## src/rtl/lsq_pkg.sv

```systemverilog
package lsq_pkg;

  // ==================================================
  // widths and scalar types
  // ==================================================
  localparam int ADDR_W = 11;
  localparam int DATA_W = 64;
  localparam int ROB_W  = 5;
  localparam int TAG_W  = 2;

  // byte address, 2 KiB space
  typedef logic [ADDR_W-1:0] addr_t;
  // one doubleword, little-endian byte lanes
  typedef logic [DATA_W-1:0] data_t;
  typedef logic [ROB_W-1:0]  rob_idx_t;
  typedef logic [TAG_W-1:0]  br_tag_t;

  // access size, always naturally aligned
  typedef enum logic [1:0] {
    BYTE   = 2'd0,
    HALF   = 2'd1,
    WORD   = 2'd2,
    DOUBLE = 2'd3
  } mem_size_e;

  // memory port sequencing
  typedef enum logic {
    PORT_IDLE = 1'b0,
    PORT_DONE = 1'b1
  } port_state_e;

  // ==================================================
  // bundles
  // ==================================================
  typedef struct packed {
    logic      valid;
    logic      resolved;
    logic      committed;
    addr_t     addr;
    mem_size_e size;
    rob_idx_t  rob_idx;
    // already sitting in its byte lanes
    data_t     data;
  } sq_entry_t;

  typedef struct packed {
    addr_t     addr;
    mem_size_e size;
    data_t     data;
    rob_idx_t  rob_idx;
  } store_req_t;

  typedef struct packed {
    addr_t     addr;
    mem_size_e size;
  } load_req_t;

  // byte lanes touched by an aligned access
  function automatic logic [7:0] lane_mask(addr_t addr, mem_size_e size);
    logic [7:0] base;
    case (size)
      BYTE:    base = 8'h01;
      HALF:    base = 8'h03;
      WORD:    base = 8'h0f;
      default: base = 8'hff;
    endcase
    return base << addr[2:0];
  endfunction

endpackage

```

## src/rtl/store_forward.sv

```systemverilog
`timescale 1ns/1ps

module store_forward import lsq_pkg::*; #(
  parameter int SQ_SIZE = 8,
  localparam int IDX_W = $clog2(SQ_SIZE),
  localparam int CNT_W = $clog2(SQ_SIZE + 1)
) (
  input  sq_entry_t        entries_i [SQ_SIZE],
  input  logic [IDX_W-1:0] head_i,
  input  logic [CNT_W-1:0] count_i,
  input  logic             load_valid_i,
  input  load_req_t        load_i,
  input  data_t            mem_rdata_i,
  output logic             load_fwd_o,
  output logic             load_pending_o,
  output data_t            load_data_o,
  output addr_t            mem_raddr_o
);

  logic [7:0] load_mask;
  logic       hit_fwd;
  logic       hit_pend;
  data_t      fwd_lanes;

  // move the addressed lanes to bit 0, zero the rest
  function automatic data_t extract(data_t lanes, addr_t addr, mem_size_e size);
    data_t shifted;
    shifted = lanes >> {addr[2:0], 3'b000};
    case (size)
      BYTE:    return data_t'(shifted[7:0]);
      HALF:    return data_t'(shifted[15:0]);
      WORD:    return data_t'(shifted[31:0]);
      default: return shifted;
    endcase
  endfunction

  assign load_mask   = lane_mask(load_i.addr, load_i.size);
  assign mem_raddr_o = load_i.addr;

  // ==================================================
  // youngest-first search
  // ==================================================
  always_comb begin
    int         pos;
    logic       found;
    logic [7:0] st_mask;
    hit_fwd   = 1'b0;
    hit_pend  = 1'b0;
    fwd_lanes = '0;
    found     = 1'b0;
    st_mask   = '0;
    for (int k = 0; k < SQ_SIZE; k++) begin
      // k = 0 is the slot just behind the tail
      pos = (int'(head_i) + int'(count_i) - 1 - k + SQ_SIZE) % SQ_SIZE;
      if (!found && (k < int'(count_i)) && entries_i[pos].valid) begin
        if (!entries_i[pos].resolved) begin
          // unknown address may alias
          hit_pend = 1'b1;
          found    = 1'b1;
        end else begin
          st_mask = lane_mask(entries_i[pos].addr, entries_i[pos].size);
          // aligned accesses only overlap inside one doubleword
          if ((entries_i[pos].addr[ADDR_W-1:3] == load_i.addr[ADDR_W-1:3]) &&
              |(st_mask & load_mask)) begin
            found = 1'b1;
            if ((load_mask & ~st_mask) == 8'h00) begin
              hit_fwd   = 1'b1;
              fwd_lanes = entries_i[pos].data;
            end else begin
              // partial cover, wait for drain
              hit_pend = 1'b1;
            end
          end
        end
      end
    end
  end

  assign load_fwd_o     = load_valid_i && hit_fwd;
  assign load_pending_o = load_valid_i && hit_pend;

  // forward, memory, or nothing while pending
  always_comb begin
    load_data_o = '0;
    if (load_valid_i && !hit_pend) begin
      if (hit_fwd) begin
        load_data_o = extract(fwd_lanes, load_i.addr, load_i.size);
      end else begin
        load_data_o = extract(mem_rdata_i, load_i.addr, load_i.size);
      end
    end
  end

endmodule

```

## config.mk

```make
export PLATFORM = sky130hd
export DESIGN_NAME = store_forward
export DESIGN_NICKNAME = d
export VERILOG_FILES = /design/src/rtl/lsq_pkg.sv /design/src/rtl/store_forward.sv
export SDC_FILE = /design/constraint.sdc
export NUM_CORES = 2
export LEC_CHECK = 0
export ABC_AREA = 1
export BUFFER_PORTS_ARGS = -buffer_cell sky130_fd_sc_hd__clkbuf_2
export CORE_MARGIN = 2
export CORE_UTILIZATION = 30
export DETAILED_ROUTE_END_ITERATION = 10
export PLACE_DENSITY = 0.58
export SLEW_MARGIN = 15
export SYNTH_ARGS = -nofsm -noshare
export SYNTH_HDL_FRONTEND = slang
export SYNTH_SLANG_ARGS = --single-unit
```

## constraint.sdc

```tcl
create_clock -name vclk -period 6.25
set_input_delay 0.3125 -clock vclk [all_inputs]
set_output_delay 0.3125 -clock vclk [all_outputs]
set_load 0.1 [all_outputs]
```

Word-level counts from Yosys, hierarchy flattened. Index checks and enable logic that the tools add are counted.

Logic and storage cells: 347. Input bits: 765. Output and inout port bits: 77. Flip-flop bits (word level): 0.

Shift-type cells: 11. Bitwise logic cells: 40. Add/subtract/negate cells: 17. Reduce and logical (&&, ||, !) cells: 67. Equality and inequality tests: 26. Magnitude comparators: 16. Mux-type cells: 170.

Operator list (count): 64-bit 2-to-1 mux (34); 85-bit binary-select mux with 3-bit select (8); 85-bit 2-to-1 mux (16); 64-bit one-hot mux with 3 select lines (2); 32-bit by 4-bit >= comparator with 1-bit output, second input constant (8); 32-bit inverter (8); 8-bit one-hot mux with 3 select lines (9); 32-bit by 5-bit adder with 32-bit output, second input constant (6); 8-bit bitwise AND (16); 8-bit 2-to-1 mux (16); 64-bit by 6-bit >> shifter with 64-bit output (2); 1-bit 2-to-1 mux (85); 8-bit by 3-bit << shifter with 8-bit output (9); 8-bit equality test (8); 8-bit zero test (8); 8-bit inverter (8); 8-bit OR reduction (8); 6-bit by 4-bit subtractor with 7-bit output, second input constant (4); 1-bit logical AND (26); 3-bit OR reduction (8); 2-bit by 1-bit equality test with 1-bit output, second input constant (9); 2-bit equality test, second input constant (9); 2-bit zero test (9); 3-bit by 4-bit < comparator with 1-bit output, first input constant (4); other kinds (10) (27).

Longest topological paths before layout.
Depth after elaboration: 102. Gate-level depth with buffers: 50.

Worst setup path after synthesis. Ideal clock, no wire load.

Path kind: input to output. Start point: in count_i[1]. End point: out load_data_o[52]. Setup slack: -2.396 ns. Data arrival time: 8.334 ns. Stages on the path: 36. Cells stage by stage: inv_1 -> ha_1 -> inv_1 -> ha_1 -> inv_2 -> buf_4 -> buf_2 -> clkbuf_1 -> clkbuf_1 -> clkbuf_1 -> clkbuf_1 -> clkbuf_1 -> clkbuf_1 -> ha_1 -> buf_2 -> clkinv_1 -> clkbuf_1 -> o21ai_0 -> o21ai_0 -> nand3_1 -> nand3_1 -> nor2_1 -> nor2_1 -> nand2_1 -> nor2_2 -> nor2_1 -> nor2_2 -> o221ai_2 -> a21oi_2 -> nand3_2 -> nand3_1 -> inv_2 -> nor4_4 -> buf_2 -> a21oi_1 -> nor3_1.

Word-level cells in the longest chain between the ends: 51.

Ends and longest elaborated chain: start: declaration (RTL line store_forward.sv:10) `input logic [CNT_W-1:0] count_i,`; branches (longest 50 deep; another with 32-bit by 5-bit adder with 32-bit output); 64-bit 2-to-1 mux * (RTL line store_forward.sv:85) `if (load_valid_i && !hit_pend) begin`; end: declaration (RTL line store_forward.sv:16) `output data_t load_data_o,`.

Every way passes the cells marked *. The select of a mux whose other input is x is not followed.

Worst setup path after layout.
Start point: in count_i[0]. End point: out load_data_o[30].

The elaborated chain is that of the path after synthesis.

==> results.md <==
* Synth warnings at 0
* Xor/xnor cell area share of the yosys netlist at 1.61%
* Synth Area in Compound Gates at 34.9%
* Min cycle time layout at 6.02 ns
* CP Capture Type: primary output
* Maximum vdd drop at 0.000190 V
* Worst stage delay on the critical path at 0.61 ns
* Setup TNS at 0 ns
* Req. time, crit path at 5.94 ns
* First-pass GRT wire length at 308000 um
* Min-Delay Path Class: input port to primary output
* Synthesized netlist cell count at 7982
* CP Class: input port to primary output
* Die Footprint at 123000 sq um
* Post-DRT Antenna Nets at 0
* DR iter-0 viols at 6963
* Sequential cell count at 0
* Initial Utilization at 30.1%
* Fin. max-slew vios at 0
* Avg WL per Cell at 21.3 um
* CP most frequent cell: nand2_1
* Crit start category: input port
* Die Ht at 350 um
* Largest family of logic cells by synthesized area: simple AND/OR/NAND/NOR gates
* Synth cell types at 65
* Setup slack after layout at 0.230 ns
* RePlAce Congestion at 0.978
* Share of cells above drive strength 1 at 17.8%
* # port buffers at 794
* Final net count at 9295
* Drt first pass iters at 8
* Initial antenna violation count at 25
* Critical Path AT at 5.71 ns
* Mux share of post-synthesis cell area at 2.06%
* Period utilization at 96.3%
* Drc violations at 0
* Synthesized area at 36000 sq um
* Hold_buf cts at 0
* Hold Crit Depth at 4
* Syn Nets at 8752
* Layout area overhead at 26.2%
* Vias at 55200
* Worst-Margin Slew at 1.21 ns
* Clkbuf count at 0
* I/O pins at 842
* Routed WL at 216000 um
* Hold Fails Final Rpt at 0
* Sequential area share after synthesis at 0%
* Outcome: finished, final reports clean
* Final setup vio count at 0
* Simple-gate portion of the synthesized area at 43.9%
* Crit-path max FO at 14
* Core area at 119000 sq um
* Leak at 23.7 nW
* Unrepaired setup endpoints after global routing: true
* Final global-route overflow total at 0
* Die width at 350 um
* Vias in the first global route at 48100
* Register area at 0 sq um
* Max_cap viols at 0
* GR Util All Layers at 32.9%
* Number of fill cells at 13800
* Rows at 127
* Worst slack, placed at -0.0656 ns
* DP HPWL at 171000 um
* Highest-delay cell along the critical path: o21ai_1
* Mean number of vias per cell at 5.44
* Pin count of the biggest net entering global routing at 262
* Adder-Cell Fraction of Synth Area at 0.174%
* Max Freq at 166 MHz
* Area of the multi-input gates at 31200 sq um
* Slew margin rel. at 19.0%
* Syn avg cell area at 4.51 sq um
* Cell Pwr Density at 177 nW/um^2
-- stage by stage --
step	cell area (sq um)	std cells	util [%]	hold slack (ns)	power [mW]
2_1_floorplan	36900	7982	-	0.837	5.02
3_3_place_gp	44300	10100	37.0	1.13	7.52
3_5_place_dp	44300	10100	37.0	1.13	7.58
4_1_cts	44300	10100	37.1	1.13	7.61
5_1_grt	45400	10100	38.0	1.17	8.75
6_report	45400	10200	38.0	1.14	8.05
-- power by group --
| group | internal [mW] | switching (mW) |
|---|---|---|
| combinational | 2.40 | 5.65 |
| clock | 0.000000345 | 0 |
| sequential | 0 | 0 |
| total | 2.40 | 5.65 |
-- routing by layer --
| metal | GRT usage [%] | vias up | routed length (um) |
|---|---|---|---|
| li1 | - | 26800 | - |
| met4 | 13.7 | 10 | 10600 |
| met3 | 5.75 | 467 | 22300 |
| met5 | 0 | - | 69 |
| met1 | 44.0 | 24800 | 89900 |
| met2 | 51.9 | 3131 | 93500 |
-- Yosys cell counts, types with 15 or more instances --
library cell | count | area, sq um
o22ai_1 | 20 | 125
clkbuf_1 | 374 | 1400
nor2_1 | 298 | 1120
inv_2 | 16 | 60.1
or2_2 | 62 | 388
o21ai_0 | 1854 | 9280
buf_1 | 82 | 308
a21oi_1 | 144 | 721
nand3_1 | 320 | 1600
mux2i_1 | 73 | 731
xor2_1 | 61 | 534
buf_2 | 102 | 510
nand2_1 | 3055 | 11500
nand4_1 | 85 | 532
buf_6 | 16 | 180
o211ai_1 | 101 | 758
inv_1 | 901 | 3380
o21ai_1 | 140 | 701
o31ai_1 | 16 | 120
o21a_1 | 28 | 210
buf_4 | 47 | 353
nand2_2 | 15 | 93.8
-- path summary, 6_finish.rpt --
check	slack (ns)	start	endpoint
worst max-delay path	0.23	count_i[0]	load_data_o[30]
worst min-delay path	1.14	load_valid_i	load_pending_o
-- worst max-delay path, delay by kind of cell --
family,cells,cell delay (ns)
buffers and inverters,6,0.99
AO/OA/AOI/OAI,8,1.70
adder cells (fa/ha/maj),1,0.45
AND/OR/NAND/NOR,18,2.22
-- repair_timing --
action,in CTS,in global routing
endpoints found under the setup margin,4,64
gates cloned,0,8
buffers inserted,1,33
gates resized for setup,7,186
pin swaps,1,35
-- kinds of logic after synthesis --
group,after synthesis
compound gates,2381
xor+xnor,64
fa+ha+maj,5
buf+inv,1545
mux,74
simple gates,3913
-- layout make-up --
class | instances | area share (%)
multi-input cells | 6439 | 68.7
diodes | 16 | 0.0882
inverters | 923 | 7.80
repair buffers | 1161 | 19.0
well taps | 1612 | 4.44
-- layout by cell type, fill, tap and decap left out, types with 85 or more instances in the layout --
cell and instances:
nand2_1 3008, o21ai_0 1809, inv_1 888, clkbuf_2 726
buf_4 292, nand3_1 291, nor2_1 261, o21ai_1 157
buf_12 119, o211ai_1 101, a21oi_1 93, nand4_1 85
No activity file was read; power rests on OpenSTA's default activity.
