--- src/rtl/lsq_pkg.sv ---
package lsq_pkg;

  // ==================================================
  // widths and scalar types
  // ==================================================
  localparam int ADDR_W = 11;
  localparam int DATA_W = 64;
  localparam int ROB_W  = 5;
  localparam int TAG_W  = 2;

  // byte address, 2 KiB space
  typedef logic [ADDR_W-1:0] addr_t;
  // one doubleword, little-endian byte lanes
  typedef logic [DATA_W-1:0] data_t;
  typedef logic [ROB_W-1:0]  rob_idx_t;
  typedef logic [TAG_W-1:0]  br_tag_t;

  // access size, always naturally aligned
  typedef enum logic [1:0] {
    BYTE   = 2'd0,
    HALF   = 2'd1,
    WORD   = 2'd2,
    DOUBLE = 2'd3
  } mem_size_e;

  // memory port sequencing
  typedef enum logic {
    PORT_IDLE = 1'b0,
    PORT_DONE = 1'b1
  } port_state_e;

  // ==================================================
  // bundles
  // ==================================================
  typedef struct packed {
    logic      valid;
    logic      resolved;
    logic      committed;
    addr_t     addr;
    mem_size_e size;
    rob_idx_t  rob_idx;
    // already sitting in its byte lanes
    data_t     data;
  } sq_entry_t;

  typedef struct packed {
    addr_t     addr;
    mem_size_e size;
    data_t     data;
    rob_idx_t  rob_idx;
  } store_req_t;

  typedef struct packed {
    addr_t     addr;
    mem_size_e size;
  } load_req_t;

  // byte lanes touched by an aligned access
  function automatic logic [7:0] lane_mask(addr_t addr, mem_size_e size);
    logic [7:0] base;
    case (size)
      BYTE:    base = 8'h01;
      HALF:    base = 8'h03;
      WORD:    base = 8'h0f;
      default: base = 8'hff;
    endcase
    return base << addr[2:0];
  endfunction

endpackage

--- src/rtl/store_queue.sv ---
`timescale 1ns/1ps

module store_queue import lsq_pkg::*; #(
  parameter int SQ_SIZE = 8,
  localparam int IDX_W = $clog2(SQ_SIZE),
  localparam int CNT_W = $clog2(SQ_SIZE + 1)
) (
  input  logic             clock,
  input  logic             reset,
  // dispatch
  input  logic             enq_valid_i,
  input  mem_size_e        enq_size_i,
  input  rob_idx_t         enq_rob_i,
  // address and data from execute
  input  logic             resolve_valid_i,
  input  store_req_t       resolve_i,
  input  rob_idx_t         rob_head_i,
  // mispredict
  input  logic             restore_valid_i,
  input  logic [IDX_W-1:0] restore_tail_i,
  // memory port
  input  logic             store_accept_i,
  input  logic             store_done_i,
  output logic             store_req_valid_o,
  output store_req_t       store_req_o,
  // status
  output logic             full_o,
  output logic [CNT_W-1:0] free_slots_o,
  output logic [IDX_W-1:0] tail_o,
  output logic             rob_ready_o,
  output rob_idx_t         rob_ready_idx_o,
  // view for forwarding
  output sq_entry_t        entries_o [SQ_SIZE],
  output logic [IDX_W-1:0] head_o,
  output logic [CNT_W-1:0] count_o
);

  sq_entry_t        sq_q [SQ_SIZE];
  logic [IDX_W-1:0] head_q;
  logic [IDX_W-1:0] tail_q;
  logic [CNT_W-1:0] count_q;
  logic [CNT_W-1:0] count_d;
  logic [CNT_W-1:0] squash_cnt;
  logic [SQ_SIZE-1:0] squash_vec;
  logic             in_flight_q;
  logic             do_enq;
  logic             do_pop;
  logic             commit_hit;
  logic [IDX_W-1:0] commit_idx;

  // wrap at SQ_SIZE
  function automatic logic [IDX_W-1:0] next_ptr(input logic [IDX_W-1:0] ptr);
    if (ptr == IDX_W'(SQ_SIZE - 1)) begin
      return '0;
    end
    return ptr + 1'b1;
  endfunction

  // ==================================================
  // squash range on restore
  // ==================================================
  // restored tail equal to tail means nothing younger exists
  always_comb begin
    squash_cnt = '0;
    if (restore_valid_i && (restore_tail_i != tail_q)) begin
      if (tail_q > restore_tail_i) begin
        squash_cnt = CNT_W'(tail_q - restore_tail_i);
      end else begin
        squash_cnt = CNT_W'(SQ_SIZE) - CNT_W'(restore_tail_i) + CNT_W'(tail_q);
      end
    end
  end

  // slot i is squashed when its distance from the restored tail is in range
  always_comb begin
    for (int i = 0; i < SQ_SIZE; i++) begin
      squash_vec[i] = ((i + SQ_SIZE - int'(restore_tail_i)) % SQ_SIZE) < int'(squash_cnt);
    end
  end

  // store at rob head, resolved, not yet marked
  always_comb begin
    commit_hit = 1'b0;
    commit_idx = '0;
    for (int i = 0; i < SQ_SIZE; i++) begin
      if (!commit_hit && sq_q[i].valid && sq_q[i].resolved && !sq_q[i].committed &&
          !squash_vec[i] && (sq_q[i].rob_idx == rob_head_i)) begin
        commit_hit = 1'b1;
        commit_idx = IDX_W'(i);
      end
    end
  end

  // restore wins over a new store
  assign do_enq  = enq_valid_i && !full_o && !restore_valid_i;
  // pop only for a store this queue handed over
  assign do_pop  = store_done_i && in_flight_q;
  assign count_d = count_q + CNT_W'(do_enq) - CNT_W'(do_pop) - squash_cnt;

  // ==================================================
  // state update
  // ==================================================
  always_ff @(posedge clock) begin
    if (reset) begin
      head_q      <= '0;
      tail_q      <= '0;
      count_q     <= '0;
      in_flight_q <= 1'b0;
      rob_ready_o <= 1'b0;
      for (int i = 0; i < SQ_SIZE; i++) begin
        sq_q[i].valid     <= 1'b0;
        sq_q[i].resolved  <= 1'b0;
        sq_q[i].committed <= 1'b0;
      end
    end else begin
      count_q     <= count_d;
      rob_ready_o <= commit_hit;
      if (commit_hit) begin
        sq_q[commit_idx].committed <= 1'b1;
        rob_ready_idx_o            <= rob_head_i;
      end
      // new store, address and data come later
      if (do_enq) begin
        sq_q[tail_q].valid     <= 1'b1;
        sq_q[tail_q].resolved  <= 1'b0;
        sq_q[tail_q].committed <= 1'b0;
        sq_q[tail_q].size      <= enq_size_i;
        sq_q[tail_q].rob_idx   <= enq_rob_i;
        tail_q                 <= next_ptr(tail_q);
      end
      // match by rob index
      if (resolve_valid_i && !restore_valid_i) begin
        for (int i = 0; i < SQ_SIZE; i++) begin
          if (sq_q[i].valid && (sq_q[i].rob_idx == resolve_i.rob_idx)) begin
            sq_q[i].addr     <= resolve_i.addr;
            sq_q[i].data     <= resolve_i.data;
            sq_q[i].resolved <= 1'b1;
          end
        end
      end
      // request held until the port takes it
      if (do_pop) begin
        in_flight_q <= 1'b0;
      end else if (store_req_valid_o && store_accept_i) begin
        in_flight_q <= 1'b1;
      end
      if (do_pop) begin
        sq_q[head_q].valid     <= 1'b0;
        sq_q[head_q].resolved  <= 1'b0;
        sq_q[head_q].committed <= 1'b0;
        head_q                 <= next_ptr(head_q);
      end
      // younger than the checkpoint, dropped
      if (restore_valid_i) begin
        tail_q <= restore_tail_i;
        for (int i = 0; i < SQ_SIZE; i++) begin
          if (squash_vec[i]) begin
            sq_q[i].valid     <= 1'b0;
            sq_q[i].resolved  <= 1'b0;
            sq_q[i].committed <= 1'b0;
          end
        end
      end
    end
  end

  // ==================================================
  // head request and status
  // ==================================================
  assign store_req_valid_o = sq_q[head_q].valid && sq_q[head_q].resolved &&
                             sq_q[head_q].committed;
  assign store_req_o.addr    = sq_q[head_q].addr;
  assign store_req_o.size    = sq_q[head_q].size;
  assign store_req_o.data    = sq_q[head_q].data;
  assign store_req_o.rob_idx = sq_q[head_q].rob_idx;

  assign full_o       = (count_q == CNT_W'(SQ_SIZE));
  assign free_slots_o = CNT_W'(SQ_SIZE) - count_q;
  assign tail_o       = tail_q;
  assign entries_o    = sq_q;
  assign head_o       = head_q;
  assign count_o      = count_q;

endmodule

--- config.mk ---
export PLATFORM = sky130hd
export DESIGN_NAME = store_queue
export DESIGN_NICKNAME = d
export VERILOG_FILES = /design/src/rtl/lsq_pkg.sv /design/src/rtl/store_queue.sv
export SDC_FILE = /design/constraint.sdc
export NUM_CORES = 2
export LEC_CHECK = 0
export BUFFER_PORTS_ARGS = -buffer_cell sky130_fd_sc_hd__buf_2
export CAP_MARGIN = 25
export CORE_AREA = 2 2 343 345
export DETAILED_ROUTE_END_ITERATION = 12
export DIE_AREA = 0 0 345 347
export GPL_ROUTABILITY_DRIVEN = 1
export SLEW_MARGIN = 30
export SYNTH_ARGS = -nofsm -noshare
export SYNTH_HDL_FRONTEND = slang
export SYNTH_SLANG_ARGS = --single-unit
export TNS_END_PERCENT = 20
--- constraint.sdc ---
create_clock -name clock -period 4.6 [get_ports clock]
set_clock_uncertainty 0.2 [all_clocks]
set_input_delay 0.23 -clock clock [delete_from_list [all_inputs] [get_ports clock]]
set_output_delay 0.23 -clock clock [all_outputs]
set_load 0.01 [all_outputs]
* Word level (Yosys, flattened, before mapping)
Index checks and enable logic that the tools add are counted.
Operators by class: $add $sub $neg 17, multipliers 0, div/mod/pow operators 0, magnitude comparators 15, eq/ne operators 20, shift operators 0, multiplexer cells 152, bitwise operators 12, reduce and logical (&&, ||, !) cells 94
Operators by type and width (count):
- bitwise mux 680 bit | 9
- two-way mux 680 bit | 5
- demux 85 bit (select 3 bit) | 9
- two-way mux 64 bit | 24
- two-way mux 85 bit | 4
- two-way mux 11 bit | 24
- binary-select mux 85 bit (select 3 bit) | 1
- two-way mux 83 bit | 3
- two-way mux 84 bit | 2
- two-way mux 3 bit | 28
- equality test 5 bit | 16
- two-way mux 71 bit | 1
- two-way mux 69 bit | 1
- logical AND 1 bit | 58
- < comparator 4 x 5 -> 1 bit | 8
- subtractor 4 x 3 -> 5 bit (first input constant) | 8
- two-way mux 1 bit | 39
- logical NOT 1 bit | 25
- OR reduction 3 bit | 8
- >= comparator 4 bit (second input constant) | 3
- < comparator 4 x 1 -> 1 bit (second input constant) | 3
- NOT 3 -> 4 bit | 3
- bitwise AND 1 bit | 8
- two-way mux 4 bit | 2
- other kinds (16) | 18
Storage, ports and cells: bits in registers 697, latch bits 0, RAM bits 0, bits in read-only memories 0, input bits 104, output and inout bits 784, logic and storage cells 372, memories 0

* Logic depth before layout (Yosys ltp)
word-level depth 82, mapped depth 14, gate-level depth less buffers 14

* Worst setup path after synthesis
OpenSTA, ideal clock, no wires.
kind input to register, from input resolve_i[2] in the netlist's numbering, to register (tool-made name), library setup time 509 ps, data arrival time 4242 ps, data required time 3891 ps, setup slack -351 ps, stages 5, path buffers 1, path through clkbuf_1 -> xor2_1 -> nor4_1 -> nand4_1 -> nor2_1
RTL lines:
- start: declaration | line store_queue.sv:16 | input store_req_t resolve_i,

* Final worst setup path
from register tail_q[0] (netlist: tail_o[0]), to register rob_ready_idx_o[0], enable pin
On the way: word-level cells in the longest chain between the ends 58, elaborated cells between the ends (all ways) 76, those cells by class 2 x add/sub; 9 x order compare; 1 x eq/ne; 10 x mux; 54 x reduce/logical
RTL lines:
- start: declaration | line store_queue.sv:40 | logic [IDX_W-1:0] tail_q;
- start signal: assignment | line store_queue.sv:129 | tail_q <= next_ptr(tail_q);
- start signal: assignment | line store_queue.sv:155 | tail_q <= restore_tail_i;
- adder 4 x 3 -> 4 bit, or another cell as far along | line store_queue.sv:69 | squash_cnt = CNT_W'(SQ_SIZE) - CNT_W'(restore_tail_i) + CNT_W'(tail_q);
- two-way mux 4 bit or logical AND 1 bit (tied branches) | line store_queue.sv:66, store_queue.sv:65
- two-way mux 4 bit (*) | line store_queue.sv:65 | if (restore_valid_i && (restore_tail_i != tail_q)) begin
- < comparator 4 x 5 -> 1 bit | line store_queue.sv:77 | squash_vec[i] = ((i + SQ_SIZE - int'(restore_tail_i)) % SQ_SIZE) < int'(squash_cnt);
- logical NOT 1 bit | line store_queue.sv:87 | !squash_vec[i] && (sq_q[i].rob_idx == rob_head_i)) begin
- logical AND 1 bit | line store_queue.sv:86 | if (!commit_hit && sq_q[i].valid && sq_q[i].resolved && !sq_q[i].committed &&
- logical AND 1 bit | line store_queue.sv:87
- two-way mux 1 bit | line store_queue.sv:86
- [... 36 more ...]
- logical AND 1 bit (4 in series) | line store_queue.sv:86
- logical AND 1 bit | line store_queue.sv:87
- two-way mux 1 bit | line store_queue.sv:86
- logical NOT 1 bit | line store_queue.sv:86
- logical AND 1 bit (4 in series) | line store_queue.sv:86
- logical AND 1 bit | line store_queue.sv:87
- two-way mux 1 bit (*) | line store_queue.sv:86
- AND reduction 2 bit (no line) (*)
- end signal: assignment | line store_queue.sv:120 | rob_ready_idx_o <= rob_head_i;
- end: declaration | line store_queue.sv:31 | output rob_idx_t rob_ready_idx_o,
Every way passes the cells marked *; elsewhere a longest branch is shown, timed or not. A chain may end at the register's enable or synchronous reset.

==> Implementation_results.wiki <==
{| class="wikitable"
! Metric !! Value
|-
| Worst-skew pair later-pin latency || approximately 0.63 ns
|-
| Remaining routing DRC violations || 0
|-
| Pin count of the biggest net entering global routing || ~130
|-
| Warning count from the yosys run || 0
|-
| Row count || roughly 130
|-
| Seq/Total Area, Yosys || between 70 and 80%
|-
| Endpoint class of the critical path || flop
|-
| Total I/O pin count || between 800 and 900
|-
| Length of the first detailed-routing pass in iterations || 5
|-
| Share of flip-flops with an asynchronous set or reset || 0%
|-
| Placement Cell Area || about 0.035 mm^2
|-
| Result of the run || finished, final reports clean
|-
| Distinct cell type count of the synthesized netlist || 57
|-
| Met2 usage || roughly a third
|-
| Met1 Usage GRT || between 20% and 30%
|-
| Total congestion overflow || 0
|-
| Final setup violation count || 0
|-
| Number of instances in the synthesized netlist || about 1,900
|-
| Starting density of the core || 24.85%
|-
| Clock period minus worst slack || ~4.0 ns
|-
| Final hold violation count || 0
|-
| HPWL after detailed placement || ~86,000 um
|-
| Num CTS Buffers || 80
|-
| Summed instance area of the synthesized netlist || between 0.02 and 0.03 mm^2
|-
| Final sum of negative setup slack || 0 ns
|-
| Post-route fraction of the period consumed by the critical path || between 80 and 90%
|-
| Synth Flop Type || sky130_fd_sc_hd__edfxtp_1
|-
| CTS Buffer Depth || 3
|-
| Fillcell total || about 11,000
|-
| Post-Synthesis Mean Instance Area || between 15 and 20 um^2
|-
| Final ANT Viol Nets || 0
|-
| Final #Nets || between 3,000 and 4,000
|-
| Max cap viols || 0
|-
| Leak Pwr || approximately 14 nW
|-
| H-tree depth || 3
|-
| Setup repair after global routing missed its margin || false
|-
| Largest fanout of any net on the critical path || 9
|-
| Worst setup path startpoint || tail_o[0]
|-
| Routability Congestion || between 0.9 and 1
|-
| Routed wire length || between 100,000 and 150,000 um
|-
| Port bufs || ~890
|-
| Rel. slew slack || about 37%
|-
| Placeable Area || 0.1157 mm^2
|-
| Global routing's busiest layer || met2
|-
| HP Start || resolve_i[4]
|-
| Clock sinks || roughly 700
|-
| Class of the most critical hold timing path || in -> reg
|-
| Routed via count || between 20,000 and 25,000
|-
| Floorplan die height || around 350 um
|-
| Share of layout cells above drive strength 1 || between 30% and 40%
|-
| CTS root buf || sky130_fd_sc_hd__clkbuf_16
|-
| Total nets after synthesis || between 2,000 and 2,500
|-
| Met3 Resource Use GR || between 4 and 5%
|-
| Area enclosed by the die boundary || roughly 0.12 mm^2
|-
| Worst path required time || between 4 and 5 ns
|-
| Cell area after layout || about 0.039 mm^2
|-
| Startpoint-to-endpoint class of the critical path || reg -> reg
|-
| Area Overhead vs Synth || 35.39%
|-
| Reg2reg start || tail_o[0]
|-
| Startpoint type of the worst setup path || flop
|-
| TritonCTS clock tree || built
|-
| Yosys reg bits || about 700
|-
| Maximum frequency from static timing analysis || between 200 and 300 MHz
|-
| Routed vias/inst || a little under 5
|-
| GRT Util Overall || between 10% and 20%
|-
| Worst Tran Pin Value || between 0.9 and 1 ns
|-
| Number of global-route vias before repair || approximately 22,000
|-
| First-pass GRT wire length || around 170,000 um
|-
| PD cells || about 360 mW/mm^2
|-
| Antenna violations before repair || 6
|-
| Initial detailed-routing violation count || about 2,000
|-
| Maximum resistive drop on vdd || between 300 and 400 uV
|-
| Number of post-CTS setup repair buffers || 0
|-
| Clock input transition at the sequential cells of the worst setup and hold paths || ~0.06 ns
|-
| Signal arrival time at the worst endpoint || just over 4 ns
|-
| Routed WL per cell || roughly 27 um
|-
| Final number of max-transition violations || 0
|-
| EDFF count, synth || 661
|-
| Width of the chip || 345 um
|}
final cells by class:
cell class / count / area, um^2 / share of cell area [%]
Tap cell: 1524 / 1907 / 4.897
Timing Repair Buffer: 1027 / 6036 / 15.50
Clock buffer: 97 / 2087 / 5.360
Clock inverter: 47 / 505.5 / 1.298
Multi-Input combinational cell: 1056 / 7707 / 19.80
Inverter: 27 / 103.9 / 0.2667
Antenna cell: 3 / 7.507 / 0.01928
Sequential cell: 697 / 20580 / 52.86
worst paths after layout:
| check | depth (start not counted) | to | slack, ns |
|---|---|---|---|
| worst min register to register | 2 | entries_o[593] | 0.31 |
| worst max register to register | 14 | rob_ready_idx_o[0] | 0.61 |
| worst max-delay path | 14 | rob_ready_idx_o[0] | 0.61 |
| worst min-delay path | 4 | entries_o[508] | 0.08 |
layout by cell type, fill, tap and decap left out, drive strengths merged, types with 4 or more instances in the layout:
cell type    netlist  routed
buf               46     929
edfxtp           661     661
mux2i            185     185
nor2             156     156
a21oi            148     148
dlygate4sd3        0      98
clkbuf            68      97
o21ai             82      82
mux2              66      66
xor2              63      63
nand2             61      61
o22a              52      52
a22oi             46      46
dfxtp             36      36
inv               27      33
clkinv             0      30
xnor2             26      26
ha                26      26
o221ai            19      19
nor4              15      15
nor2b             15      15
nor3              14      14
nand4             10      10
bufinv             0       9
nand3              8       8
a221o              7       7
nor3b              5       5
fa                 5       5
a31oi              4       4
a211oi             4       4
o2111a             4       4
and2               4       4
critical path: stages, from the launching register on:
cell and delay, ns:
sky130_fd_sc_hd__dfxtp_1 0.36, sky130_fd_sc_hd__inv_1 0.11, sky130_fd_sc_hd__ha_1 0.19, sky130_fd_sc_hd__inv_1 0.06, sky130_fd_sc_hd__fa_1 0.36, sky130_fd_sc_hd__inv_1 0.08, sky130_fd_sc_hd__fa_1 0.39, sky130_fd_sc_hd__or2_2 0.42
sky130_fd_sc_hd__ha_1 0.32, sky130_fd_sc_hd__a21o_1 0.10, sky130_fd_sc_hd__nand2_1 0.07, sky130_fd_sc_hd__or3_1 0.48, sky130_fd_sc_hd__and3b_1 0.22, sky130_fd_sc_hd__a31oi_1 0.17, sky130_fd_sc_hd__buf_4 0.19
metrics by stage:
stage | hold slack [ns] | util (%) | power (mW) | worst slack, ns | cells
2_1_floorplan | 0.1289 | - | 7.457 | -0.3501 | 1894
3_3_place_gp | 0.2755 | 30.52 | 7.724 | 0.6369 | 4232
3_5_place_dp | 0.2846 | 30.52 | 7.734 | 0.6585 | 4232
4_1_cts | 0.009091 | 33.61 | 14.16 | 0.6283 | 4474
5_1_grt | 0.07830 | 33.64 | 14.46 | 0.4218 | 4477
6_report | 0.07737 | 33.64 | 14.04 | 0.6070 | 4478
cells by family after synthesis:
| kind of cell | after synthesis | synth area share, % |
|---|---|---|
| flops | 697 | 71.53 |
| compound gates | 381 | 8.402 |
| simple gates | 303 | 4.786 |
| mux | 252 | 9.102 |
| buf+inv | 141 | 1.993 |
| xor+xnor | 89 | 2.711 |
| fa+ha+maj | 31 | 1.479 |
report_power, final:
part | total, mW | internal, mW | switching [mW]
Combinational | 0.676 | 0.282 | 0.394
Clock | 6.36 | 3.75 | 2.62
Sequential | 7.00 | 6.96 | 0.0386
layer usage:
layer	vias to the layer above	wire (um)
li1	9252	-
met1	11139	46460
met2	1308	60480
met3	268	10990
met4	0	4897
met5	-	0
repair_timing:
action / 4_1_cts / 5_1_grt
hold endpoints to repair: 671 / 0
gates resized for setup: 0 / 0
hold buffers: 98 / 0
Yosys cell counts, types with 3 or more instances:
cell                         n  area share [%]
sky130_fd_sc_hd__edfxtp_1  661              69
sky130_fd_sc_hd__mux2i_1   185             6.4
sky130_fd_sc_hd__nor2_1    156             2.0
sky130_fd_sc_hd__a21oi_1   148             2.6
sky130_fd_sc_hd__o21ai_0    82             1.4
sky130_fd_sc_hd__clkbuf_1   68            0.89
sky130_fd_sc_hd__mux2_2     66             2.6
sky130_fd_sc_hd__xor2_1     63             1.9
sky130_fd_sc_hd__nand2_1    61            0.80
sky130_fd_sc_hd__o22a_1     52             1.6
sky130_fd_sc_hd__a22oi_1    46             1.2
sky130_fd_sc_hd__dfxtp_1    36             2.5
sky130_fd_sc_hd__buf_2      29            0.50
sky130_fd_sc_hd__inv_1      27            0.35
sky130_fd_sc_hd__ha_1       26             1.1
sky130_fd_sc_hd__xnor2_1    26            0.79
sky130_fd_sc_hd__o221ai_1   19            0.58
sky130_fd_sc_hd__buf_1      15            0.20
sky130_fd_sc_hd__nor2b_1    15            0.33
sky130_fd_sc_hd__nor4_1     15            0.33
sky130_fd_sc_hd__nor3_1     12            0.21
sky130_fd_sc_hd__nand4_1    10            0.22
sky130_fd_sc_hd__nand3_1     8            0.14
sky130_fd_sc_hd__a221o_1     7            0.24
sky130_fd_sc_hd__fa_1        5            0.35
sky130_fd_sc_hd__nor3b_1     5            0.13
sky130_fd_sc_hd__a211oi_1    4            0.10
sky130_fd_sc_hd__a31oi_1     4           0.087
sky130_fd_sc_hd__and2_1      3           0.065
sky130_fd_sc_hd__and3b_1     3           0.091
sky130_fd_sc_hd__nand3b_1    3           0.078
sky130_fd_sc_hd__o2111a_1    3            0.12
Note: power is estimated with default switching activity, not from simulation.
