--- src/rtl/lsq_pkg.sv ---
package lsq_pkg;

  // ==================================================
  // widths and scalar types
  // ==================================================
  localparam int ADDR_W = 11;
  localparam int DATA_W = 64;
  localparam int ROB_W  = 5;
  localparam int TAG_W  = 2;

  // byte address, 2 KiB space
  typedef logic [ADDR_W-1:0] addr_t;
  // one doubleword, little-endian byte lanes
  typedef logic [DATA_W-1:0] data_t;
  typedef logic [ROB_W-1:0]  rob_idx_t;
  typedef logic [TAG_W-1:0]  br_tag_t;

  // access size, always naturally aligned
  typedef enum logic [1:0] {
    BYTE   = 2'd0,
    HALF   = 2'd1,
    WORD   = 2'd2,
    DOUBLE = 2'd3
  } mem_size_e;

  // memory port sequencing
  typedef enum logic {
    PORT_IDLE = 1'b0,
    PORT_DONE = 1'b1
  } port_state_e;

  // ==================================================
  // bundles
  // ==================================================
  typedef struct packed {
    logic      valid;
    logic      resolved;
    logic      committed;
    addr_t     addr;
    mem_size_e size;
    rob_idx_t  rob_idx;
    // already sitting in its byte lanes
    data_t     data;
  } sq_entry_t;

  typedef struct packed {
    addr_t     addr;
    mem_size_e size;
    data_t     data;
    rob_idx_t  rob_idx;
  } store_req_t;

  typedef struct packed {
    addr_t     addr;
    mem_size_e size;
  } load_req_t;

  // byte lanes touched by an aligned access
  function automatic logic [7:0] lane_mask(addr_t addr, mem_size_e size);
    logic [7:0] base;
    case (size)
      BYTE:    base = 8'h01;
      HALF:    base = 8'h03;
      WORD:    base = 8'h0f;
      default: base = 8'hff;
    endcase
    return base << addr[2:0];
  endfunction

endpackage

--- src/rtl/store_tail_checkpoint.sv ---
`timescale 1ns/1ps

module store_tail_checkpoint import lsq_pkg::*; #(
  parameter int SQ_SIZE    = 8,
  parameter int CKPT_DEPTH = 4,
  localparam int IDX_W = $clog2(SQ_SIZE)
) (
  input  logic             clock,
  input  logic             reset,
  // save on branch dispatch
  input  logic             branch_valid_i,
  input  br_tag_t          branch_tag_i,
  input  logic [IDX_W-1:0] tail_i,
  // lookup on mispredict
  input  br_tag_t          restore_tag_i,
  output logic [IDX_W-1:0] restore_tail_o
);

  // ==================================================
  // saved tails, one per branch tag
  // ==================================================
  logic [IDX_W-1:0] tails_q [CKPT_DEPTH];

  always_ff @(posedge clock) begin
    if (reset) begin
      for (int i = 0; i < CKPT_DEPTH; i++) begin
        tails_q[i] <= '0;
      end
    end else if (branch_valid_i) begin
      // tail before any store in this same cycle
      tails_q[branch_tag_i] <= tail_i;
    end
  end

  // read straight through, queue applies it at the next edge
  assign restore_tail_o = tails_q[restore_tag_i];

endmodule

--- config.mk ---
export PLATFORM = sky130hd
export DESIGN_NAME = store_tail_checkpoint
export DESIGN_NICKNAME = d
export VERILOG_FILES = /design/src/rtl/lsq_pkg.sv /design/src/rtl/store_tail_checkpoint.sv
export SDC_FILE = /design/constraint.sdc
export NUM_CORES = 1
export LEC_CHECK = 0
export ABC_CLOCK_PERIOD_IN_PS = 1050
export BUFFER_PORTS_ARGS = -buffer_cell sky130_fd_sc_hd__buf_4
export CORE_MARGIN = 1.5
export CORE_UTILIZATION = 35
export DETAILED_ROUTE_END_ITERATION = 10
export SETUP_SLACK_MARGIN = 0.15
export SLEW_MARGIN = 10
export SYNTH_ARGS = -nofsm -noshare
export SYNTH_HDL_FRONTEND = slang
export SYNTH_SLANG_ARGS = --single-unit
--- constraint.sdc ---
create_clock -name clock -period 1.05 [get_ports clock]
set_clock_uncertainty 0.1 [all_clocks]
set_input_delay 0.0525 -clock clock [delete_from_list [all_inputs] [get_ports clock]]
set_output_delay 0.0525 -clock clock [all_outputs]
set_load 0.005 [all_outputs]
## Word-level counts from Yosys, hierarchy flattened

Memory sizes are Yosys's and may differ from the RTL's.
Cells that the tools add are included.

| storage, ports and cells | value |
|---|---|
| word-level logic and storage cells | 10 |
| bits in registers | 0 |
| bits in writable memories | 12 |
| input bits | 10 |
| memories kept | 1 |

| operators by class | value |
|---|---|
| mux-type cells | 8 |
| reductions and logical operators | 1 |

Memories:

| memory | depth | bits a word | read ports | clocked after memory_dff | write ports | RTL line | text |
|---|---|---|---|---|---|---|---|
| tails_q | 4 | 3 | 1 | 0 | 4 | store_tail_checkpoint.sv:22 | `logic [IDX_W-1:0] tails_q [CKPT_DEPTH];` |

Operators by type and width:

| operator | number |
|---|---|
| 2-to-1 mux 1 bit | 6 |
| 2-to-1 mux 3 bit | 1 |
| OR reduction 3 bit | 1 |
| 2-to-1 mux 2 bit | 1 |

## Depth between registers and ports, before layout

Gate-level depths: netlist of the first run.

| depth | value |
|---|---|
| depth in word-level cells | 5 |
| gate-level depth with buffers | 2 |
| gate-level depth less buffers | 2 |

## Worst setup path before layout of the first run

No wires, ideal clock.

| path | value |
|---|---|
| path type | register to output |
| start | memory tails_q[1][0] in the netlist's numbering |
| end | output restore_tail_o[0] |
| stages on the path, launching flop included | 2 |
| slack | 0.060 ns |
| arrival time | 0.838 ns |
| cell sequence | edfxtp_1 -> mux4_1 |

| between the ends | value |
|---|---|
| longest elaborated chain between the ends | 1 |

Ends and longest elaborated chain:

| what | RTL line | text |
|---|---|---|
| start: declaration | store_tail_checkpoint.sv:22 |  |
| memory read (4 x 3 bit) | n/a |  |
| end: declaration | store_tail_checkpoint.sv:16 | `output logic [IDX_W-1:0] restore_tail_o` |

No other way between the ends.

## Worst setup path in the final report of the first run

| path | value |
|---|---|
| start | memory tails_q[3][1] in the netlist's numbering |
| end | output restore_tail_o[1] |

Same word-level chain as after synthesis.

==> results of run 1 <==
[logic make-up (layout without fill, tap and decap cells)]
kind of cell / count (synthesis) / count (layout) / synth area share [%]
AND/OR/NAND/NOR: 17 / 17 / 21.16
flip-flops: 12 / 12 / 59.75
AO/OA/AOI/OAI: 4 / 4 / 5.394
multiplexers: 3 / 3 / 13.07
buffers and inverters: 1 / 17 / 0.6218
[cell usage after synthesis (all sizes together)]
library cell	n	area share, %
and4bb	2	4.1
and2	12	12
nand2b	1	1.0
a31o	2	2.9
inv	1	0.62
nor4b	1	2.5
o21bai	2	2.5
nor2b	1	1.0
edfxtp	12	60
mux4	3	13
[area by class of cell]
| type | instances | share of cell area, % |
|---|---|---|
| Sequential cell | 12 | 48.73 |
| Clock inverter | 1 | 0.5076 |
| Inverter | 1 | 0.5076 |
| Clock buffer | 3 | 3.046 |
| Tap cell | 16 | 2.707 |
| Multi-Input combinational cell | 24 | 30.80 |
| Timing Repair Buffer | 12 | 13.71 |
[worst min path at each step]
stage / start / to
3_3_place_gp: tail_i[2] / tails_q[2][2]
5_1_grt: tail_i[1] / tails_q[0][1]
4_1_cts: tail_i[1] / tails_q[2][1]
2_1_floorplan: tail_i[0] / tails_q[0][0]
6_report: tail_i[1] / tails_q[2][1]
3_5_place_dp: tail_i[1] / tails_q[0][1]
[power by group through the flow]
stage,clock network (uW),registers (uW),logic (uW)
global route,311,580,156
detailed placement,0,587,135
CTS,291,576,147
floorplan,0,581,60.2
finish,277,575,145
global placement,0,586,128
[critical path, delay by kind of cell, from the launching register on]
kind	cells	cell delay, ns
flops	1	0.37
mux	1	0.48
buf+inv	1	0.13
[routing by layer]
layer  part of all wire, %  wire [um]  GRT usage [%]
met5                     0          0              0
met2                    55        567          24.06
met4                   1.9         20          12.73
met1                    38        389          12.14
met3                   5.1         53          2.449
[repair_timing]
| item | in CTS | in global routing |
|---|---|---|
| pin swaps | 0 | 0 |
| hold endpoints to repair | 10 | 9 |
| endpoints found under the setup margin | 3 | 3 |
| setup buffers | 0 | 0 |
| resized for setup | 3 | 0 |
[per-stage QoR]
| stage | total power, uW | util [%] | hold WS (ns) | instance area [um2] | TNS [ns] |
|---|---|---|---|---|---|
| global route | 1048 | 47.43 | -0.02321 | 739.5 | -1.199 |
| global placement | 714.3 | 45.02 | 0.2638 | 701.9 | -0.1546 |
| detailed placement | 722.1 | 45.02 | 0.2596 | 701.9 | -0.4418 |
| finish | 996.9 | 47.43 | -0.01888 | 739.5 | -1.061 |
| CTS | 1014 | 47.43 | -0.03007 | 739.5 | -1.113 |
| floorplan | 640.7 | - | 0.1507 | 591.8 | 0 |
==> summary.md, run 1 <==
| Metric | Value |
|---|---|
| Final Non-Filler Cells | 69 |
| CP startpoint kind | register |
| Die area | 1981 um2 |
| Yosys cell types | 10 |
| Sequential-to-total area share from yosys stat | 59.75% |
| Max-Cap Viols | 0 |
| Mapped cell area | 603.1 um2 |
| Input/output buffers | 12 |
| Grt total ovfl | 0 |
| Worst hold slack | -0.01888 ns |
| CTS H-Tree Depth | 1 |
| Most frequent cells in the layout | 12 x and2_1, 12 x edfxtp_1, 9 x buf_4 |
| Max Fanout on Critical Path | 1 |
| Crit. Startpoint | tails_q[3][1] |
| CP Data Arrival Time | 1.25 ns |
| Hold Path Stages | 2 |
| Total CTS buffers | 3 |
| RSZ-0062 raised after global routing | yes |
| CTS tree | done |
| Hold Crit Class | in2reg |
| Routed wire per std cell | 14.94 um |
| CP Cell Sequence | mux4_2 > buf_6 |
| Synth Instances | 37 |
| Lkg Pwr | 0.0002798 uW |
| Flip-flop and latch area | 360.3 um2 |
| Core area | 1559 um2 |
| Pin count of the biggest net entering global routing | 9 |
| Post-DRT Antenna Nets | 0 |
| Row cnt | 14 |
| Area occupied by multi-input gates | 227.7 um2 |
| Net Switching | 205.6 uW |
| 1st-iter DRT viols | 4 |
| Total Wirelength | 1031 um |
| Tmin final | 1.405 ns |
| CP endpoint | restore_tail_o[1] |
| Least-Margin Pin Slew | 0.3759 ns |
| Starting Density | 38.68% |
| Final setup violation count | 3 |
| Slew margin rel. | 74.89% |
| Pint | 791.3 uW |
| Crit path capture type | output port |
| CTS clk-pin slew, worst paths | 0.07 ns |
| Power share of the clock group | 27.8% |
| Layout overhead on the synthesized area | 22.61% |
| Number of flip-flops in the largest register | 12 |
| Detailed-router iteration count before antenna repair | 7 |
| CP peak stage delay | 0.48 ns |
| DPL Wire Length | 868 um |
| Post-Syn Nets | 47 |
| Comb power frac | 14.5% |
| Via count | 363 |
| Synthesized flop and latch total | 12 |
| VDD IR max | 0.4886 mV |
| Total global routing track utilization | 13.34% |
| Max-slew violation count | 0 |
| Critical setup path kind | reg2out |
| Top flop regs | tails_q x12 |
| Clk root buf | clkbuf_4 |
| Reg with most FFs | tails_q |
| Gp weighted congestion | 0.7153 |
| Sw Ratio | 20.62% |
| Ant. Diodes | 0 |
| Antenna violations before repair | 0 |
| Dpl ws | -0.07725 ns |
| NumNets Final | 64 |
| CTS Sinks | 12 |
| Failing checks | design-rule violations, negative hold slack, negative setup slack |
| Share of layout cells above drive strength 1 | 43.40% |
| Vias in the first global route | 387 |
| Clock tree buffer depth | 2 |
| Global-route wire length before repair | 1697 um |
| Yosys warnings | 0 |
| Ports | 13 |
| Avg Cell Area, Syn | 16.30 um2 |
| Sequential Power Share | 57.7% |
| Inst Count DP | 65 |
| FMAX | 711.6 MHz |
| Worst path required time | 0.90 ns |
| Die Span X | 44.51 um |
| DR vias/cell | 5.261 |
| Slowest CP cell | mux4_2 |
| DRC Markers | 1 |
| Outcome | finished, violations left |
| Power Dens Cells | 1348 nW/um2 |
| Die Y | 44.51 um |
| Fill count | 148 |
| Post-route clock period utilization | 133.8% |
| Hold Fails Final Rpt | 9 |
| Final worst slack | -0.3552 ns |
Power figures use the tool's default switching activity.
==> run 2, diff against run 1 <==
==> constraint.sdc (replaced) <==
create_clock -name clock -period 1.05 [get_ports clock]
set_clock_uncertainty 0.1 [all_clocks]
set_input_delay 0.105 -clock clock [delete_from_list [all_inputs] [get_ports clock]]
set_output_delay 0.105 -clock clock [all_outputs]
set_load 0.005 [all_outputs]
==> summary.md, run 2 (synthesis results as in run 1) <==
| Metric | Value |
|---|---|
| CTS tree | done |
| Top flop regs | tails_q x12 |
| CP peak stage delay | 0.49 ns |
| Max-Cap Viols | 0 |
| Starting Density | 38.68% |
| Number of flip-flops in the largest register | 12 |
| Power share of the clock group | 27.6% |
| Setup TNS | -1.246 ns |
| Ports | 13 |
| Lkg Pwr | 0.0002916 uW |
| Crit. Startpoint | tails_q[3][1] |
| Vias in the first global route | 413 |
| Power Dens Cells | 1329 nW/um2 |
| CP Cell Sequence | mux4_2 > buf_6 |
| Clock tree buffer depth | 2 |
| Clk root buf | clkbuf_4 |
| Max Fanout on Critical Path | 1 |
| Net Switching | 210.9 uW |
| Critical setup path kind | reg2out |
| Max-slew violation count | 0 |
| Antenna violations before repair | 0 |
| Global-route wire length before repair | 1780 um |
| Slew margin rel. | 80.96% |
| Final Non-Filler Cells | 71 |
| Most frequent cells in the layout | 12 x and2_1, 12 x edfxtp_1, 11 x buf_4 |
| RSZ-0062 raised after global routing | yes |
| Gp weighted congestion | 0.7134 |
| CTS Sinks | 12 |
| Slowest CP cell | mux4_2 |
| Tmin final | 1.488 ns |
| DPL Wire Length | 899.2 um |
| DRC Markers | 1 |
| DR vias/cell | 5.338 |
| Core area | 1559 um2 |
| Final core area utilization | 48.64% |
| Ant. Diodes | 0 |
| Post-CTS sizing | 3 |
| Post-CTS setup buffer count | 0 |
| Cts hold-fix bufs | 0 |
| Die Span X | 44.51 um |
| CTS H-Tree Depth | 1 |
| Total CTS buffers | 3 |
| CP Data Arrival Time | 1.28 ns |
| Outcome | finished, violations left |
| Sw Ratio | 20.93% |
| Sequential Power Share | 57.2% |
| 1st-iter DRT viols | 13 |
| CTS clk-pin slew, worst paths | 0.07 ns |
| CP endpoint | restore_tail_o[1] |
| Pin count of the biggest net entering global routing | 9 |
| Share of layout cells above drive strength 1 | 47.27% |
| FMAX | 672.3 MHz |
| NumNets Final | 66 |
| Hold Crit Class | in2reg |
| Post-route clock period utilization | 141.7% |
| Reg with most FFs | tails_q |
| Comb power frac | 15.2% |
| Detailed-router iteration count before antenna repair | 7 |
| Final setup violation count | 3 |
| Failing checks | design-rule violations, negative setup slack |
| Die area | 1981 um2 |
| CP startpoint kind | register |
| Hold Fails Final Rpt | 0 |
| Total Power | 1008 uW |
| Post-DRT Antenna Nets | 0 |
| Crit path capture type | output port |
| Least-Margin Pin Slew | 0.2850 ns |
| Input/output buffers | 12 |
| Routed wire per std cell | 15.35 um |
| Die Y | 44.51 um |
| Layout overhead on the synthesized area | 25.73% |
| Grt total ovfl | 0 |
| Total Wirelength | 1090 um |
| Dpl ws | -0.1490 ns |
| Total global routing track utilization | 13.76% |
| Pint | 796.9 uW |
| VDD IR max | 0.4941 mV |
| Inst Count DP | 67 |
| Row cnt | 14 |
| Final worst slack | -0.4375 ns |
| Via count | 379 |
| Worst path required time | 0.84 ns |
run 2: worst max-delay path: cells and delay by family (launching register included):
kind | cells | cell delay [ns]
mux | 1 | 0.49
flops | 1 | 0.39
buf+inv | 1 | 0.13
run 2: worst min path at each step:
| stage | startpoint | endpoint | slack, ns | cells after the start |
|---|---|---|---|---|
| finish | tail_i[2] | tails_q[3][2] | 0.04 | 2 |
| global route | tail_i[1] | tails_q[3][1] | 0.04 | 2 |
| CTS | tail_i[2] | tails_q[3][2] | 0.03 | 2 |
| detailed placement | tail_i[2] | tails_q[1][2] | 0.31 | 2 |
| global placement | tail_i[2] | tails_q[2][2] | 0.32 | 2 |
| floorplan | tail_i[0] | tails_q[0][0] | 0.20 | 1 |
run 2: routing by layer:
layer / wire, um / track usage (%) / vias up / share of wire [%]
met2: 576 / 23.19 / 21 / 53
met4: 41 / 13.33 / 0 / 3.8
met5: 0 / 0 / - / 0
met1: 401 / 13.95 / 174 / 37
met3: 71 / 2.449 / 4 / 6.5
li1: - / - / 180 / -
run 2: stage by stage:
stage	hold WS (ns)	instance area [um2]
finish	0.04279	758.2
floorplan	0.2032	591.8
detailed placement	0.3148	716.9
global placement	0.3168	716.9
global route	0.03990	758.2
CTS	0.03326	754.5
run 2: area by class of cell:
class | instances | area (um2)
inverter | 1 | 3.754
tap | 16 | 20.02
clock buffer | 3 | 22.52
clock inverter | 1 | 3.754
multi-input combinational | 24 | 231.5
sequential | 12 | 360.3
fill | 137 | 800.8
timing repair buffer | 14 | 116.4
run 2: power groups by stage:
| stage | Clock [uW] | Sequential, uW | Combinational (uW) |
|---|---|---|---|
| 5_1_grt | 308 | 581 | 165 |
| 6_report | 278 | 577 | 153 |
| 3_5_place_dp | 0 | 587 | 142 |
| 3_3_place_gp | 0 | 586 | 133 |
| 4_1_cts | 288 | 577 | 154 |
| 2_1_floorplan | 0 | 581 | 60.2 |
==> run 3, diff against run 2 <==
--- a/config.mk
+++ b/config.mk
@@ -12,2 +12,3 @@
 export DETAILED_ROUTE_END_ITERATION = 10
+export PLACE_DENSITY = 0.56
 export SETUP_SLACK_MARGIN = 0.15
==> constraint.sdc (replaced) <==
create_clock -name clock -period 1.05 [get_ports clock]
set_clock_uncertainty 0.1 [all_clocks]
set_input_delay 0.1575 -clock clock [delete_from_list [all_inputs] [get_ports clock]]
set_output_delay 0.1575 -clock clock [all_outputs]
set_load 0.005 [all_outputs]
==> summary.md, run 3 (synthesis results as in run 1) <==
| Metric | Value |
|---|---|
| Outcome | finished, violations left |
| Failing checks | design-rule violations, negative setup slack |
| Tmin final | 1.496 ns |
| Via count | 360 |
| Layout overhead on the synthesized area | 23.24% |
| Power Dens Cells | 1319 nW/um2 |
| Max-slew violation count | 0 |
| Antenna violations before repair | 0 |
| Vias in the first global route | 379 |
| Reg with most FFs | tails_q |
| Slew margin rel. | 81.47% |
| Grt met2 use | 22.32% |
| CTS clk-pin slew, worst paths | 0.06 ns |
| Final setup violation count | 3 |
| Critical setup path kind | reg2out |
| Most frequent cells in the layout | 12 x and2_1, 12 x edfxtp_1, 9 x buf_4 |
| Row cnt | 14 |
| Hold Fails Final Rpt | 0 |
| Die Y | 44.51 um |
| Die Span X | 44.51 um |
| Crit. Startpoint | tails_q[0][2] |
| FMAX | 668.7 MHz |
| Routed wire per std cell | 14.65 um |
| Core area | 1559 um2 |
| Max-Cap Viols | 0 |
| Post-DRT Antenna Nets | 0 |
| CTS Sinks | 12 |
| Crit path capture type | output port |
| CTS tree | done |
| Least-Margin Pin Slew | 0.2772 ns |
| Hold Crit Class | in2reg |
| Global-route wire length before repair | 1731 um |
| Total Wirelength | 996 um |
| Starting Density | 38.68% |
| Met3 Track Usage GR | 2.449% |
| Share of layout cells above drive strength 1 | 48.08% |
| Total CTS buffers | 3 |
| Die area | 1981 um2 |
| Gp weighted congestion | 0.6529 |
| Setup TNS | -1.325 ns |
| Max Fanout on Critical Path | 1 |
| Met1 usage | 13.42% |
| CTS H-Tree Depth | 1 |
| Ant. Diodes | 0 |
| Top flop regs | tails_q x12 |
| Total Power | 980.4 uW |
| DR vias/cell | 5.294 |
| Final core area utilization | 47.67% |
| Global routing's busiest layer | met2 |
| Post-route clock period utilization | 142.4% |
| Detailed-router iteration count before antenna repair | 6 |
| Input/output buffers | 12 |
| Final worst slack | -0.4455 ns |
| CP Data Arrival Time | 1.24 ns |
| 1st-iter DRT viols | 6 |
| Worst path required time | 0.79 ns |
| NumNets Final | 64 |
| Clock tree buffer depth | 2 |
| Total global routing track utilization | 13.25% |
| DRC Markers | 1 |
| VDD IR max | 0.4233 mV |
| Worst hold start | tail_i[1] |
| Number of flip-flops in the largest register | 12 |
| Clk root buf | clkbuf_4 |
| RSZ-0062 raised after global routing | yes |
| Pin count of the biggest net entering global routing | 9 |
| Grt total ovfl | 0 |
| Lkg Pwr | 0.0002826 uW |
| Ports | 13 |
| CP startpoint kind | register |
==> run 3: cell types whose count changed in the layout (fill, tap and decap cells not counted) <==
cell,delta
clkinv_1,-1
buf_4,-2
o21bai_2,+1
o21bai_1,-1
==> run 3: per-stage QoR <==
step                cell area (um2)  cells  hold WS (ns)  setup slack, ns
floorplan                     599.3     37        0.2557        -0.007813
global placement              709.4     65        0.3699          -0.1631
detailed placement            709.4     65        0.3701          -0.1815
CTS                           743.2     68       0.09248          -0.4744
global route                  743.2     68       0.09062          -0.5012
finish                        743.2     68       0.09972          -0.4455
==> run 3: worst paths after layout <==
| path | endpoint | slack, ns | cells after the start |
|---|---|---|---|
| max | restore_tail_o[2] | -0.45 | 2 |
| min | tails_q[1][1] | 0.1 | 2 |
==> run 3: where the power goes <==
group	internal (uW)	total (uW)	leakage [uW]	switching, uW
registers	566	575	0.000118	9.54
logic	90.5	147	0.000151	56.4
clock network	132	258	0.0000138	126
==> run 3: cell type report <==
type	count	area [um2]
Tap cell	16	20.02
Sequential cell	12	360.3
Clock buffer	3	22.52
Fill cell	139	815.8
Inverter	1	3.754
Multi-Input combinational cell	24	235.2
Timing Repair Buffer	12	101.3
==> run 3: what timing repair did <==
item	in CTS	in global routing
setup buffers	0	0
cloned	0	0
endpoints found under the setup margin	3	3
gates resized for setup	3	0
endpoints found under the hold margin	0	0
hold buffers	0	0
==> run 3: critical path, cell delays in order, from the launching register on <==
cell      delay (ns)
edfxtp_1        0.38
mux4_2          0.47
buf_6           0.13
==> run 3: metal layers <==
layer	wire length (um)	vias up	part of all wire (%)
met2	502	16	50
li1	-	175	-
met5	0	-	0
met4	31	0	3.1
met1	404	165	41
met3	57	4	5.7
